**src/rtl/copper_pkg.sv**
```systemverilog
`default_nettype none

package copper_pkg;

    // Beam coordinate and program counter widths
    localparam int POS_W = 11;
    localparam int PC_W  = 10;

    // 640x480 mode, totals include blanking
    localparam logic [POS_W-1:0] H_TOTAL = 11'd800;
    localparam logic [POS_W-1:0] V_TOTAL = 11'd525;

    // Restart fires this many pixels before the end of the last blanking line
    localparam logic [POS_W-1:0] RESTART_H_OFS = 11'd4;

    // XR register number of the copper control register
    localparam logic [3:0] XR_COPP_CTRL = 4'h1;

    // Upper address bits of the XR memory regions a MOVE can reach
    localparam logic [15:0] XR_COLOR_BASE  = 16'h8000;
    localparam logic [15:0] XR_COPPER_BASE = 16'hC000;

    // Opcodes in insn[31:28], anything else is ignored (old MOVEF is 4'b1010)
    typedef enum logic [3:0] {
        OP_WAIT  = 4'b0000,
        OP_SKIP  = 4'b0010,
        OP_JMP   = 4'b0100,
        OP_MOVER = 4'b1001,
        OP_MOVEP = 4'b1011,
        OP_MOVEC = 4'b1100
    } copp_op_e;

    // Execution FSM
    typedef enum logic [2:0] {
        ST_INIT    = 3'd0,
        ST_WAIT    = 3'd1,
        ST_LATCH   = 3'd2,
        ST_PRECOMP = 3'd3,
        ST_EXEC    = 3'd4
    } copp_state_e;

    // Program counter update requested by the FSM
    typedef enum logic [1:0] {
        PC_HOLD      = 2'd0,
        PC_LOAD_INIT = 2'd1,
        PC_INC       = 2'd2,
        PC_LOAD_JMP  = 2'd3
    } pc_cmd_e;

    // One copper instruction word
    // arg holds address or V position, lo holds data or H position and flags
    typedef struct packed {
        copp_op_e    opcode;
        logic [11:0] arg;
        logic [15:0] lo;
    } copp_insn_t;

    typedef struct packed {
        logic [POS_W-1:0] h;
        logic [POS_W-1:0] v;
    } beam_pos_t;

    // Host write to an internal config register
    typedef struct packed {
        logic        wr;
        logic [3:0]  num;
        logic [15:0] data;
    } copp_reg_wr_t;

    // Write into XR register or memory space
    typedef struct packed {
        logic        en;
        logic [15:0] addr;
        logic [15:0] data;
    } xr_wr_t;

    // Targets currently taken by a host access
    typedef struct packed {
        logic xr_reg;
        logic color_mem;
        logic copper_mem;
    } xr_busy_t;

endpackage

`default_nettype wire

```
**src/rtl/copper_ctrl.sv**
```systemverilog
`timescale 1ns/1ps
`default_nettype none

module copper_ctrl (
    input  wire logic                       clk,
    input  wire logic                       copp_reset,
    input  wire copper_pkg::copp_reg_wr_t   reg_wr_i,
    input  wire copper_pkg::beam_pos_t      beam_i,
    input  wire copper_pkg::copp_op_e       opcode_i,
    input  wire logic                       pos_reached_i,
    input  wire logic                       move_stall_i,
    output logic [copper_pkg::PC_W-1:0]     init_pc_o,
    output copper_pkg::pc_cmd_e             pc_cmd_o,
    output logic                            latch_o,
    output logic                            cmp_o,
    output logic                            fire_o,
    output logic                            mem_rd_en_o
);

    logic                        en_q;
    logic                        frame_restart;
    copper_pkg::copp_state_e     state_q;
    copper_pkg::copp_state_e     state_d;

    // Control register layout
    // [15] enable, [PC_W-1:0] initial PC, remaining bits unused
    always_ff @(posedge clk) begin
        if (copp_reset) begin
            en_q      <= 1'b0;
            init_pc_o <= '0;
        end else if (reg_wr_i.wr && reg_wr_i.num == copper_pkg::XR_COPP_CTRL) begin
            en_q      <= reg_wr_i.data[15];
            init_pc_o <= reg_wr_i.data[copper_pkg::PC_W-1:0];
        end
    end

    // Restart point near the end of vertical blanking
    // Lets the first instruction compare on the first visible pixel
    assign frame_restart =
        (beam_i.h == copper_pkg::H_TOTAL - copper_pkg::RESTART_H_OFS) &&
        (beam_i.v == copper_pkg::V_TOTAL - 1'b1);

    always_comb begin
        state_d  = state_q;
        pc_cmd_o = copper_pkg::PC_HOLD;
        latch_o  = 1'b0;
        cmp_o    = 1'b0;
        fire_o   = 1'b0;

        if (frame_restart) begin
            // Restart wins over whatever is in progress
            state_d  = copper_pkg::ST_INIT;
            pc_cmd_o = copper_pkg::PC_LOAD_INIT;
        end else begin
            case (state_q)
                // Idle until enabled, then start the first fetch
                copper_pkg::ST_INIT: begin
                    if (en_q) begin
                        state_d = copper_pkg::ST_WAIT;
                    end
                end
                // Read in flight from the current PC
                copper_pkg::ST_WAIT: begin
                    if (en_q) begin
                        // Step PC now, the read already has the old address
                        state_d  = copper_pkg::ST_LATCH;
                        pc_cmd_o = copper_pkg::PC_INC;
                    end else begin
                        state_d = copper_pkg::ST_INIT;
                    end
                end
                // Memory word is valid this cycle
                copper_pkg::ST_LATCH: begin
                    latch_o = 1'b1;
                    state_d = copper_pkg::ST_PRECOMP;
                end
                // Beam comparison registered for use in EXEC
                copper_pkg::ST_PRECOMP: begin
                    cmp_o   = 1'b1;
                    state_d = copper_pkg::ST_EXEC;
                end
                copper_pkg::ST_EXEC: begin
                    case (opcode_i)
                        copper_pkg::OP_WAIT: begin
                            // Not there yet, so go round PRECOMP and check again
                            if (pos_reached_i) begin
                                state_d = copper_pkg::ST_WAIT;
                            end else begin
                                state_d = copper_pkg::ST_PRECOMP;
                            end
                        end
                        copper_pkg::OP_SKIP: begin
                            // PC already points past SKIP, one more step skips the next
                            if (pos_reached_i) begin
                                pc_cmd_o = copper_pkg::PC_INC;
                            end
                            state_d = copper_pkg::ST_WAIT;
                        end
                        copper_pkg::OP_JMP: begin
                            pc_cmd_o = copper_pkg::PC_LOAD_JMP;
                            state_d  = copper_pkg::ST_WAIT;
                        end
                        copper_pkg::OP_MOVER,
                        copper_pkg::OP_MOVEP,
                        copper_pkg::OP_MOVEC: begin
                            // Hold in EXEC while the host owns the target
                            if (!move_stall_i) begin
                                fire_o  = 1'b1;
                                state_d = copper_pkg::ST_WAIT;
                            end
                        end
                        default: begin
                            // Unknown opcode acts as a four-cycle NOP
                            state_d = copper_pkg::ST_WAIT;
                        end
                    endcase
                end
                default: begin
                    state_d = copper_pkg::ST_INIT;
                end
            endcase
        end
    end

    always_ff @(posedge clk) begin
        if (copp_reset) begin
            state_q     <= copper_pkg::ST_INIT;
            mem_rd_en_o <= 1'b0;
        end else begin
            state_q     <= state_d;
            // Read strobe covers exactly the cycle spent in ST_WAIT
            mem_rd_en_o <= (state_d == copper_pkg::ST_WAIT);
        end
    end

    // Every read is taken by LATCH next cycle unless the FSM dropped back to idle
    a_rd_then_latch: assert property (@(posedge clk) disable iff (copp_reset)
        mem_rd_en_o |=> state_q == copper_pkg::ST_LATCH || state_q == copper_pkg::ST_INIT);

    // A MOVE never fires into a busy target
    a_no_fire_busy: assert property (@(posedge clk) disable iff (copp_reset)
        fire_o |-> !move_stall_i && state_q == copper_pkg::ST_EXEC);

endmodule

`default_nettype wire

```
**src/rtl/copper_fetch.sv**
```systemverilog
`timescale 1ns/1ps
`default_nettype none

module copper_fetch (
    input  wire logic                       clk,
    input  wire logic                       copp_reset,
    input  wire copper_pkg::pc_cmd_e        pc_cmd_i,
    input  wire logic [copper_pkg::PC_W-1:0] init_pc_i,
    input  wire logic                       latch_i,
    input  wire copper_pkg::copp_insn_t     mem_data_i,
    output logic [copper_pkg::PC_W-1:0]     mem_addr_o,
    output copper_pkg::copp_insn_t          insn_o
);

    logic [copper_pkg::PC_W-1:0] pc_q;

    // Program counter
    always_ff @(posedge clk) begin
        if (copp_reset) begin
            pc_q <= '0;
        end else begin
            case (pc_cmd_i)
                copper_pkg::PC_LOAD_INIT: pc_q <= init_pc_i;
                copper_pkg::PC_INC:       pc_q <= pc_q + 1'b1;
                // Jump target lives in insn[26:17]
                copper_pkg::PC_LOAD_JMP:  pc_q <= insn_o.arg[copper_pkg::PC_W:1];
                default:                  pc_q <= pc_q;
            endcase
        end
    end

    // Read address always follows the PC
    assign mem_addr_o = pc_q;

    // Current instruction, taken one cycle after the read
    always_ff @(posedge clk) begin
        if (latch_i) begin
            insn_o <= mem_data_i;
        end
    end

endmodule

`default_nettype wire

```
**src/rtl/copper_beam_cmp.sv**
```systemverilog
`timescale 1ns/1ps
`default_nettype none

module copper_beam_cmp (
    input  wire logic                   clk,
    input  wire logic                   copp_reset,
    input  wire logic                   cmp_i,
    input  wire copper_pkg::beam_pos_t  beam_i,
    input  wire copper_pkg::copp_insn_t insn_i,
    output logic                        pos_reached_o
);

    logic v_ge_q;
    logic h_ge_q;
    logic ignore_v;
    logic ignore_h;
    logic wait_forever;

    // V position sits in insn[26:16], H position in insn[14:4]
    always_ff @(posedge clk) begin
        if (copp_reset) begin
            v_ge_q <= 1'b0;
            h_ge_q <= 1'b0;
        end else if (cmp_i) begin
            v_ge_q <= beam_i.v >= insn_i.arg[copper_pkg::POS_W-1:0];
            h_ge_q <= beam_i.h >= insn_i.lo[copper_pkg::POS_W+3:4];
        end
    end

    // Flag bits [0] ignore V, [1] ignore H
    assign ignore_v = insn_i.lo[0];
    assign ignore_h = insn_i.lo[1];

    // WAIT ignoring both axes means wait for end of frame
    assign wait_forever = (insn_i.opcode == copper_pkg::OP_WAIT) && ignore_v && ignore_h;

    // Ignored axis counts as reached, so SKIP with both flags always skips
    assign pos_reached_o = !wait_forever &&
                           (ignore_v || v_ge_q) &&
                           (ignore_h || h_ge_q);

endmodule

`default_nettype wire

```
**src/rtl/copper_move.sv**
```systemverilog
`timescale 1ns/1ps
`default_nettype none

module copper_move (
    input  wire logic                   clk,
    input  wire logic                   copp_reset,
    input  wire logic                   fire_i,
    input  wire copper_pkg::copp_insn_t insn_i,
    input  wire copper_pkg::xr_busy_t   busy_i,
    output logic                        move_stall_o,
    output copper_pkg::xr_wr_t          xr_wr_o
);

    logic        target_busy;
    logic [15:0] addr_d;
    logic        wr_en_q;
    logic [15:0] wr_addr_q;
    logic [15:0] wr_data_q;

    // Target decode and full XR address
    always_comb begin
        target_busy = 1'b0;
        addr_d      = '0;
        case (insn_i.opcode)
            // XR register number in insn[23:16]
            copper_pkg::OP_MOVER: begin
                target_busy = busy_i.xr_reg;
                addr_d      = {8'h00, insn_i.arg[7:0]};
            end
            // Palette entry in insn[23:16]
            copper_pkg::OP_MOVEP: begin
                target_busy = busy_i.color_mem;
                addr_d      = copper_pkg::XR_COLOR_BASE + {8'h00, insn_i.arg[7:0]};
            end
            // Copper memory word in insn[26:16]
            copper_pkg::OP_MOVEC: begin
                target_busy = busy_i.copper_mem;
                addr_d      = copper_pkg::XR_COPPER_BASE + {5'b00000, insn_i.arg[10:0]};
            end
            default: begin
                target_busy = 1'b0;
            end
        endcase
    end

    // Only MOVE opcodes can see a busy target
    assign move_stall_o = target_busy;

    // Single-cycle write strobe
    always_ff @(posedge clk) begin
        if (copp_reset) begin
            wr_en_q <= 1'b0;
        end else begin
            wr_en_q <= fire_i;
        end
    end

    always_ff @(posedge clk) begin
        if (fire_i) begin
            wr_addr_q <= addr_d;
            wr_data_q <= insn_i.lo;
        end
    end

    assign xr_wr_o = '{en: wr_en_q, addr: wr_addr_q, data: wr_data_q};

    // Writes are at least one instruction apart
    a_wr_single: assert property (@(posedge clk) disable iff (copp_reset)
        wr_en_q |=> !wr_en_q);

endmodule

`default_nettype wire

```
**src/rtl/copper_top.sv**
```systemverilog
`timescale 1ns/1ps
`default_nettype none

module copper_top (
    input  wire logic                       clk,
    input  wire logic                       copp_reset,
    input  wire copper_pkg::copp_reg_wr_t   reg_wr_i,
    input  wire copper_pkg::beam_pos_t      beam_i,
    input  wire copper_pkg::xr_busy_t       busy_i,
    input  wire copper_pkg::copp_insn_t     mem_data_i,
    output logic [copper_pkg::PC_W-1:0]     mem_addr_o,
    output logic                            mem_rd_en_o,
    output copper_pkg::xr_wr_t              xr_wr_o
);

    // FSM to datapath
    logic [copper_pkg::PC_W-1:0] init_pc;
    copper_pkg::pc_cmd_e         pc_cmd;
    logic                        latch;
    logic                        cmp;
    logic                        fire;

    // Datapath back to FSM
    copper_pkg::copp_insn_t      insn;
    logic                        pos_reached;
    logic                        move_stall;

    copper_ctrl u_ctrl (
        .clk           (clk),
        .copp_reset    (copp_reset),
        .reg_wr_i      (reg_wr_i),
        .beam_i        (beam_i),
        .opcode_i      (insn.opcode),
        .pos_reached_i (pos_reached),
        .move_stall_i  (move_stall),
        .init_pc_o     (init_pc),
        .pc_cmd_o      (pc_cmd),
        .latch_o       (latch),
        .cmp_o         (cmp),
        .fire_o        (fire),
        .mem_rd_en_o   (mem_rd_en_o)
    );

    copper_fetch u_fetch (
        .clk        (clk),
        .copp_reset (copp_reset),
        .pc_cmd_i   (pc_cmd),
        .init_pc_i  (init_pc),
        .latch_i    (latch),
        .mem_data_i (mem_data_i),
        .mem_addr_o (mem_addr_o),
        .insn_o     (insn)
    );

    copper_beam_cmp u_beam_cmp (
        .clk           (clk),
        .copp_reset    (copp_reset),
        .cmp_i         (cmp),
        .beam_i        (beam_i),
        .insn_i        (insn),
        .pos_reached_o (pos_reached)
    );

    copper_move u_move (
        .clk          (clk),
        .copp_reset   (copp_reset),
        .fire_i       (fire),
        .insn_i       (insn),
        .busy_i       (busy_i),
        .move_stall_o (move_stall),
        .xr_wr_o      (xr_wr_o)
    );

endmodule

`default_nettype wire

```
**config.mk**
```make
export PLATFORM = sky130hd
export DESIGN_NAME = copper_top
export DESIGN_NICKNAME = d
export VERILOG_FILES = /design/src/rtl/copper_pkg.sv /design/src/rtl/copper_ctrl.sv /design/src/rtl/copper_fetch.sv /design/src/rtl/copper_beam_cmp.sv /design/src/rtl/copper_move.sv /design/src/rtl/copper_top.sv
export SDC_FILE = /design/constraint.sdc
export NUM_CORES = 1
export LEC_CHECK = 0
export BUFFER_PORTS_ARGS = -buffer_cell sky130_fd_sc_hd__buf_2
export CORE_MARGIN = 2
export CORE_UTILIZATION = 47
export CTS_CLUSTER_SIZE = 14
export DETAILED_ROUTE_END_ITERATION = 6
export PLACE_DENSITY_LB_ADDON = 0.08
export SLEW_MARGIN = 15
export SYNTH_ARGS = -nofsm -noshare
export SYNTH_HDL_FRONTEND = slang
export SYNTH_SLANG_ARGS = --single-unit
```
**constraint.sdc**
```tcl
create_clock -name clk -period 5.01 [get_ports clk]
set_input_delay 1.002 -clock clk [delete_from_list [all_inputs] [get_ports clk]]
set_output_delay 1.002 -clock clk [all_outputs]
set_load 0.01 [all_outputs]
```
; Yosys cells after proc, flatten, opt, wreduce, memory -nomap -nowiden
; Index checks and enable logic that the tools add are counted.
[totals]
out_inout_bits = 44
regBits = 91
word_cells = 70
[op_classes]
eq_ne = 16
n_reduce_logical = 13
n_lt_le_gt_ge = 2
muxes = 23
n_addsub = 3
[ops]
columns = op, count
row1 = $pmux W16 S3, 1
row2 = $pmux W10 S3, 1
row3 = $eq A11 B10 Y1 const B, 2
row4 = $ge A11 B11 Y1, 2
row5 = $add A15 B12 Y16 const A, 1
row6 = $add A16 B8 Y16 const A, 1
row7 = $pmux W3 S5, 1
row8 = $eq A4 B4 Y1 const B, 3
row9 = $add A10 B1 Y10 const B, 1
row10 = $mux W2, 5
row11 = $mux W3, 3
row12 = $mux W1, 8
row13 = $pmux W2 S2, 2
row14 = $eq A3 B1 Y1 const B, 2
row15 = $eq A3 B2 Y1 const B, 2
row16 = $logic_and A1 B1 Y1, 6
row17 = $pmux W3 S2, 1
row18 = $eq A2 B2 Y1 const B, 2
row19 = $eq A4 B1 Y1 const B, 1
row20 = $eq A4 B2 Y1 const B, 1
row21 = $eq A4 B3 Y1 const B, 1
row22 = $logic_not A4 Y1, 1
row23 = $eq A3 B3 Y1 const B, 1
row24 = $logic_not A3 Y1, 1
row25 = other kinds (6), 7

; Longest topological paths before layout
[logic_depth]
depth_word = 12
depth_mapped = 8

; Hierarchy
; A second synthesis with hierarchy kept.
[unflattened]
cells_unflattened = 336
area_unflattened_um2 = 4192.8
[modules_own_cells]
columns = mod, area_each_um2, cells_per_inst, n_inst
row1 = copper_fetch, 1720.4, 121, 1
row2 = copper_move, 1091.0, 56, 1
row3 = copper_ctrl, 762.0, 78, 1
row4 = copper_beam_cmp, 619.3, 81, 1

; Worst setup path before layout
; Ideal clock, no wire load.
[synth_timing]
path_kind = input-to-reg
from = input beam_i[15] (netlist name)
to = register u_fetch.insn_o[0] (netlist name), enable pin
setup_slack_ns = -0.175
t_arrival_ns = 4.676
cell_stages = 4
setup_time_ns = 0.509
path_cell_list = nor4b_1 > nand3_1 > nor2_1 > nor4b_1
[synth_between]
elab_chain_cells = 3
[synth_lines]
columns = item, line
row1 = from (decl), copper_top.sv:8  ; input wire copper_pkg::beam_pos_t beam_i,
row2 = $eq A11 B10 Y1, copper_ctrl.sv:40  ; (beam_i.h == copper_pkg::H_TOTAL - copper_pkg::RESTART_H_OFS) &&
row3 = $logic_and A1 B1 Y1, copper_ctrl.sv:40
row4 = $mux W1, copper_ctrl.sv:50  ; if (frame_restart) begin
row5 = net latch, copper_top.sv:19  ; logic latch;
row6 = to (signal assigned), copper_fetch.sv:38  ; insn_o <= mem_data_i;
row7 = to (decl), copper_fetch.sv:12  ; output copper_pkg::copp_insn_t insn_o
; The timed path passes the listed nets, and every way through them passes these cells.
; A chain may end at the register's enable or synchronous reset.

; Worst setup path in the final report
[layout_timing]
from = register u_fetch.insn_o[31] (netlist name)
to = register u_fetch.pc_q, in the netlist u_fetch.mem_addr_o[1]
[layout_between]
elab_chain_cells = 12
elab_cells_between_ends = 17
cone_classes = 5 x eq/ne / 5 x mux / 7 x reduce/logical
[layout_lines]
columns = item, line
row1 = $logic_not A4 Y1, copper_beam_cmp.sv:35  ; assign wait_forever = (insn_i.opcode == copper_pkg::OP_WAIT) && ignore_v && ignore_h;
row2 = $logic_and A1 B1 Y1 (2 in series), copper_beam_cmp.sv:35
row3 = $logic_not A1 Y1, copper_beam_cmp.sv:38  ; assign pos_reached_o = !wait_forever &&
row4 = $logic_and A1 B1 Y1, copper_beam_cmp.sv:38
row5 = $logic_and A1 B1 Y1, copper_beam_cmp.sv:39  ; (ignore_v || v_ge_q) &&
row6 = $mux W2, copper_ctrl.sv:94  ; if (pos_reached_i) begin
row7 = $pmux W2 S2 *, copper_ctrl.sv:83  ; case (opcode_i)
row8 = $pmux W2 S2 *, copper_ctrl.sv:55  ; case (state_q)
row9 = $mux W2 *, copper_ctrl.sv:50
row10 = $eq A2 B2 Y1 / $eq A2 B1 Y1 (equally long branches), copper_fetch.sv:22  ; case (pc_cmd_i)
row11 = $pmux W10 S3 / $reduce_bool A3 Y1 (equally long branches), -
row12 = to (signal assigned), copper_fetch.sv:23  ; copper_pkg::PC_LOAD_INIT: pc_q <= init_pc_i;
row13 = to (signal assigned), copper_fetch.sv:24  ; copper_pkg::PC_INC: pc_q <= pc_q + 1'b1;
row14 = to (signal assigned), copper_fetch.sv:26  ; copper_pkg::PC_LOAD_JMP: pc_q <= insn_o.arg[copper_pkg::PC_W:1];
row15 = to (decl), copper_fetch.sv:15  ; logic [copper_pkg::PC_W-1:0] pc_q;
; Every way passes the cells marked *; elsewhere a longest branch is shown, timed or not.

==> summary.md <==
| Metric | Value |
|---|---|
| Initial DRC count | 145 |
| Sequential Power Share | 61.3% |
| Crit path cell chain | or4b_4, o41ai_4, nor2_1, or4_1, a31oi_1 |
| Clock Sinks | 88 |
| EDFF count, synth | 60 |
| Residual overflow from global routing | 0 |
| Slew Limit Fails | 0 |
| Layout cells sized above 1 | 29.4% |
| Main area contributors after synthesis | edfxtp_1 44%, dfxtp_1 14%, ha_1 7.0% |
| Reg clk slew, reported paths | 0.09 ns |
| Total Die Area | 0.00957 mm2 |
| H-tree levels | 3 |
| Worst setup startpoint | u_fetch.insn_o[31] |
| Synthesized area | 0.00414 mm2 |
| Top post-synthesis cells by count | 60 x edfxtp_1, 28 x dfxtp_1, 24 x inv_1, 24 x nor2_1, 23 x ha_1 |
| CTS Root Cell | clkbuf_8 |
| Post-DP HPWL | 6.99 mm |
| Final Core Density | 57.6% |
| Max incr delay on CP | 0.73 ns |
| Crit path time final | just over 3 ns |
| Clk pwr share | 33.8% |
| Fraction of registers with async set/reset | 0% |
| Clk Latency, worst-skew pair | 0.35 ns |
| Pwr dens | approximately 250 mW/mm2 |
| Chip width | approximately 98 um |
| Remaining DRCs | 0 |
| Status | complete, no violations |
| Layout Skew | 0.00783 ns |
| Final worst slack | around 1.9 ns |
| CTS tree | done |
| Critical Path End Type | register |
| Max-Cap Viols | 0 |
| All-Layer GR Usage | about a fifth |
| CP startpoint kind | register |
| Drt total wl | 9.38 mm |
| Top FF cell, synth | edfxtp_1 |
| Synthesized area per cell | 12.0 um2 |
| Final period utilization | 62.1% |
| Hold WS | 0.426 ns |
| Initial antenna violation count | 0 |
| # rows | 34 |
| Slowest CP cell | o41ai_4 |
| FF-to-FF Start | u_fetch.insn_o[31] |
| Post-DR vias/cell | 5.48 |
| Starting density of the core | 47.9% |
| Switching part of the total | 22.1% |
| Worst-Margin Slew | 0.978 ns |
| Via count | about 3100 |
| CTS Buffer Depth | 2 |
| Mapped Cells | around 350 |
| Fin area | around 0.0050 mm2 |
| Post-DRT Antenna Nets | 0 |
| Worst-path maximum fanout | 12 |
| Leading area contributor after synthesis | edfxtp_1 |
| Synth Warn # | 0 |
| Slew HR | 34.5% |
| First-pass GRT wire length | 14.9 mm |
| P_leak | 0.00205 uW |
| RSZ-0062 raised after global routing | false |
| Core Footprint | around 0.0086 mm2 |
| Comb power frac | 4.9% |
| Internal cell power | 981 uW |
| Largest net degree at the start of global routing | 31 |
| Crit Path Class | reg -> reg |
| Die Ht | 97.8 um |
| Cts hold-fix bufs | 0 |
| Hold Path Class | reg -> reg |
| CTS buffer count | 9 |
| Routed len/inst | roughly 16 um |
| Final hold vios | 0 |
| Data arrival, critical path | 3.39 ns |
| Max VDD drop | around 0.14 mV |
| Critical Path RT | 5.29 ns |
| Sequential area share after synthesis | 57.1% |
| # IOs | 124 |
| Post-synth top area share | 43.5% |
| Resized cells post-CTS | 0 |
| Most common cell in the netlist | edfxtp_1 |
| Input/output buffers | 114 |
| N_diodes | 0 |
| Pre-CTS setup slack | roughly 1.7 ns |
| Drt first pass iters | 5 |
| GPL Wtd Cong | 0.873 |
| Fin nets | 564 |
| Post-DP Area | 0.00481 mm2 |
| Cell variety after synth | 60 |
| Setup bufs post-CTS | 0 |
| Number of global-route vias before repair | 3061 |
| FF+latch count, synth | 88 |
| Synth-to-Final Area Change | 20.1% |
| Psw | about 280 uW |
| Fmax achieved | roughly 0.32 GHz |
| Final setup TNS | 0 ns |
| Hold Startpoint | u_fetch.insn_o[2] |
| Final setup fails | 0 |
==> power by group through the flow <==
stage,Sequential [uW],Clock [uW],Combinational [uW]
3_3_place_gp,788,0,60.3
2_1_floorplan,788,0,25.1
5_1_grt,772,464,70.3
3_5_place_dp,788,0,61.9
4_1_cts,772,437,62.4
6_report,772,426,62.2
==> registers in the layout, summed over array words and instances (netlist names) <==
signal	count
u_fetch.insn_o	31
u_beam_cmp.v_ge_q	1
u_fetch.mem_addr_o	10
u_beam_cmp.h_ge_q	1
u_ctrl.mem_rd_en_o	1
u_ctrl.en_q	1
u_move.wr_data_q	16
u_move.wr_en_q	1
u_ctrl.state_q	3
u_ctrl.init_pc_o	10
u_move.wr_addr_q	13
==> area by class of cell <==
type	instances	area, um2
Fill cell	774	3660
Sequential cell	88	2360
Multi-Input combinational cell	222	1640
Timing Repair Buffer	116	586
Tap cell	108	135
Clock buffer	10	128
Inverter	24	90.1
Clock inverter	6	36.3
==> per-stage QoR <==
stage	instances	total power (uW)
6_report	574	1260
3_3_place_gp	558	849
2_1_floorplan	348	813
4_1_cts	574	1270
3_5_place_dp	558	850
5_1_grt	574	1310
==> layout by cell type (no fill, tap or decap), types with 4 or more instances in the layout <==
cell type and instances:
a2111oi_0 5, a21oi_1 13, and2_1 12, and3_1 9
and4_1 4, buf_2 114, clkbuf_8 9, dfxtp_1 28
edfxtp_1 60, ha_1 23, inv_1 24, mux2i_1 13
nand2_1 15, nand3_1 12, nand3b_1 4, nand4_1 8
nor2_1 24, nor2b_1 8, nor4b_1 5, o21a_1 4
o21ai_0 6
==> cell families after synthesis <==
group                    count (synthesis)  share of synthesized area (%)
AND/OR/NAND/NOR                        122                           17.3
flip-flops                              88                           57.1
AO/OA/AOI/OAI                           57                           10.4
adder cells (fa/ha/maj)                 23                           6.95
buffers and inverters                   38                           4.11
other                                    1                         0.0906
XOR/XNOR                                 3                          0.635
multiplexers                            14                           3.42
==> critical path, delay by kind of cell (launching register included) <==
family	cells	cell delay (ns)
simple gates	3	1.62
compound gates	2	0.88
flops	1	0.54
==> layer usage <==
layer | up-vias | track usage, % | share of wire (%)
met5 | - | 0 | 0
met4 | 0 | 6.62 | 1.2
met3 | 11 | 3.65 | 6.8
met2 | 127 | 31.7 | 47
met1 | 1469 | 27.0 | 45
li1 | 1537 | - | -
==> worst paths after layout <==
kind                                               to  slack (ns)  cells after the start
worst max-delay path            u_fetch.mem_addr_o[1]        1.90                      5
worst min-delay path              u_move.wr_data_q[2]        0.43                      0
worst max register to register  u_fetch.mem_addr_o[1]        1.90                      5
worst min register to register    u_move.wr_data_q[2]        0.43                      0
(Power assumes the default switching activity.)
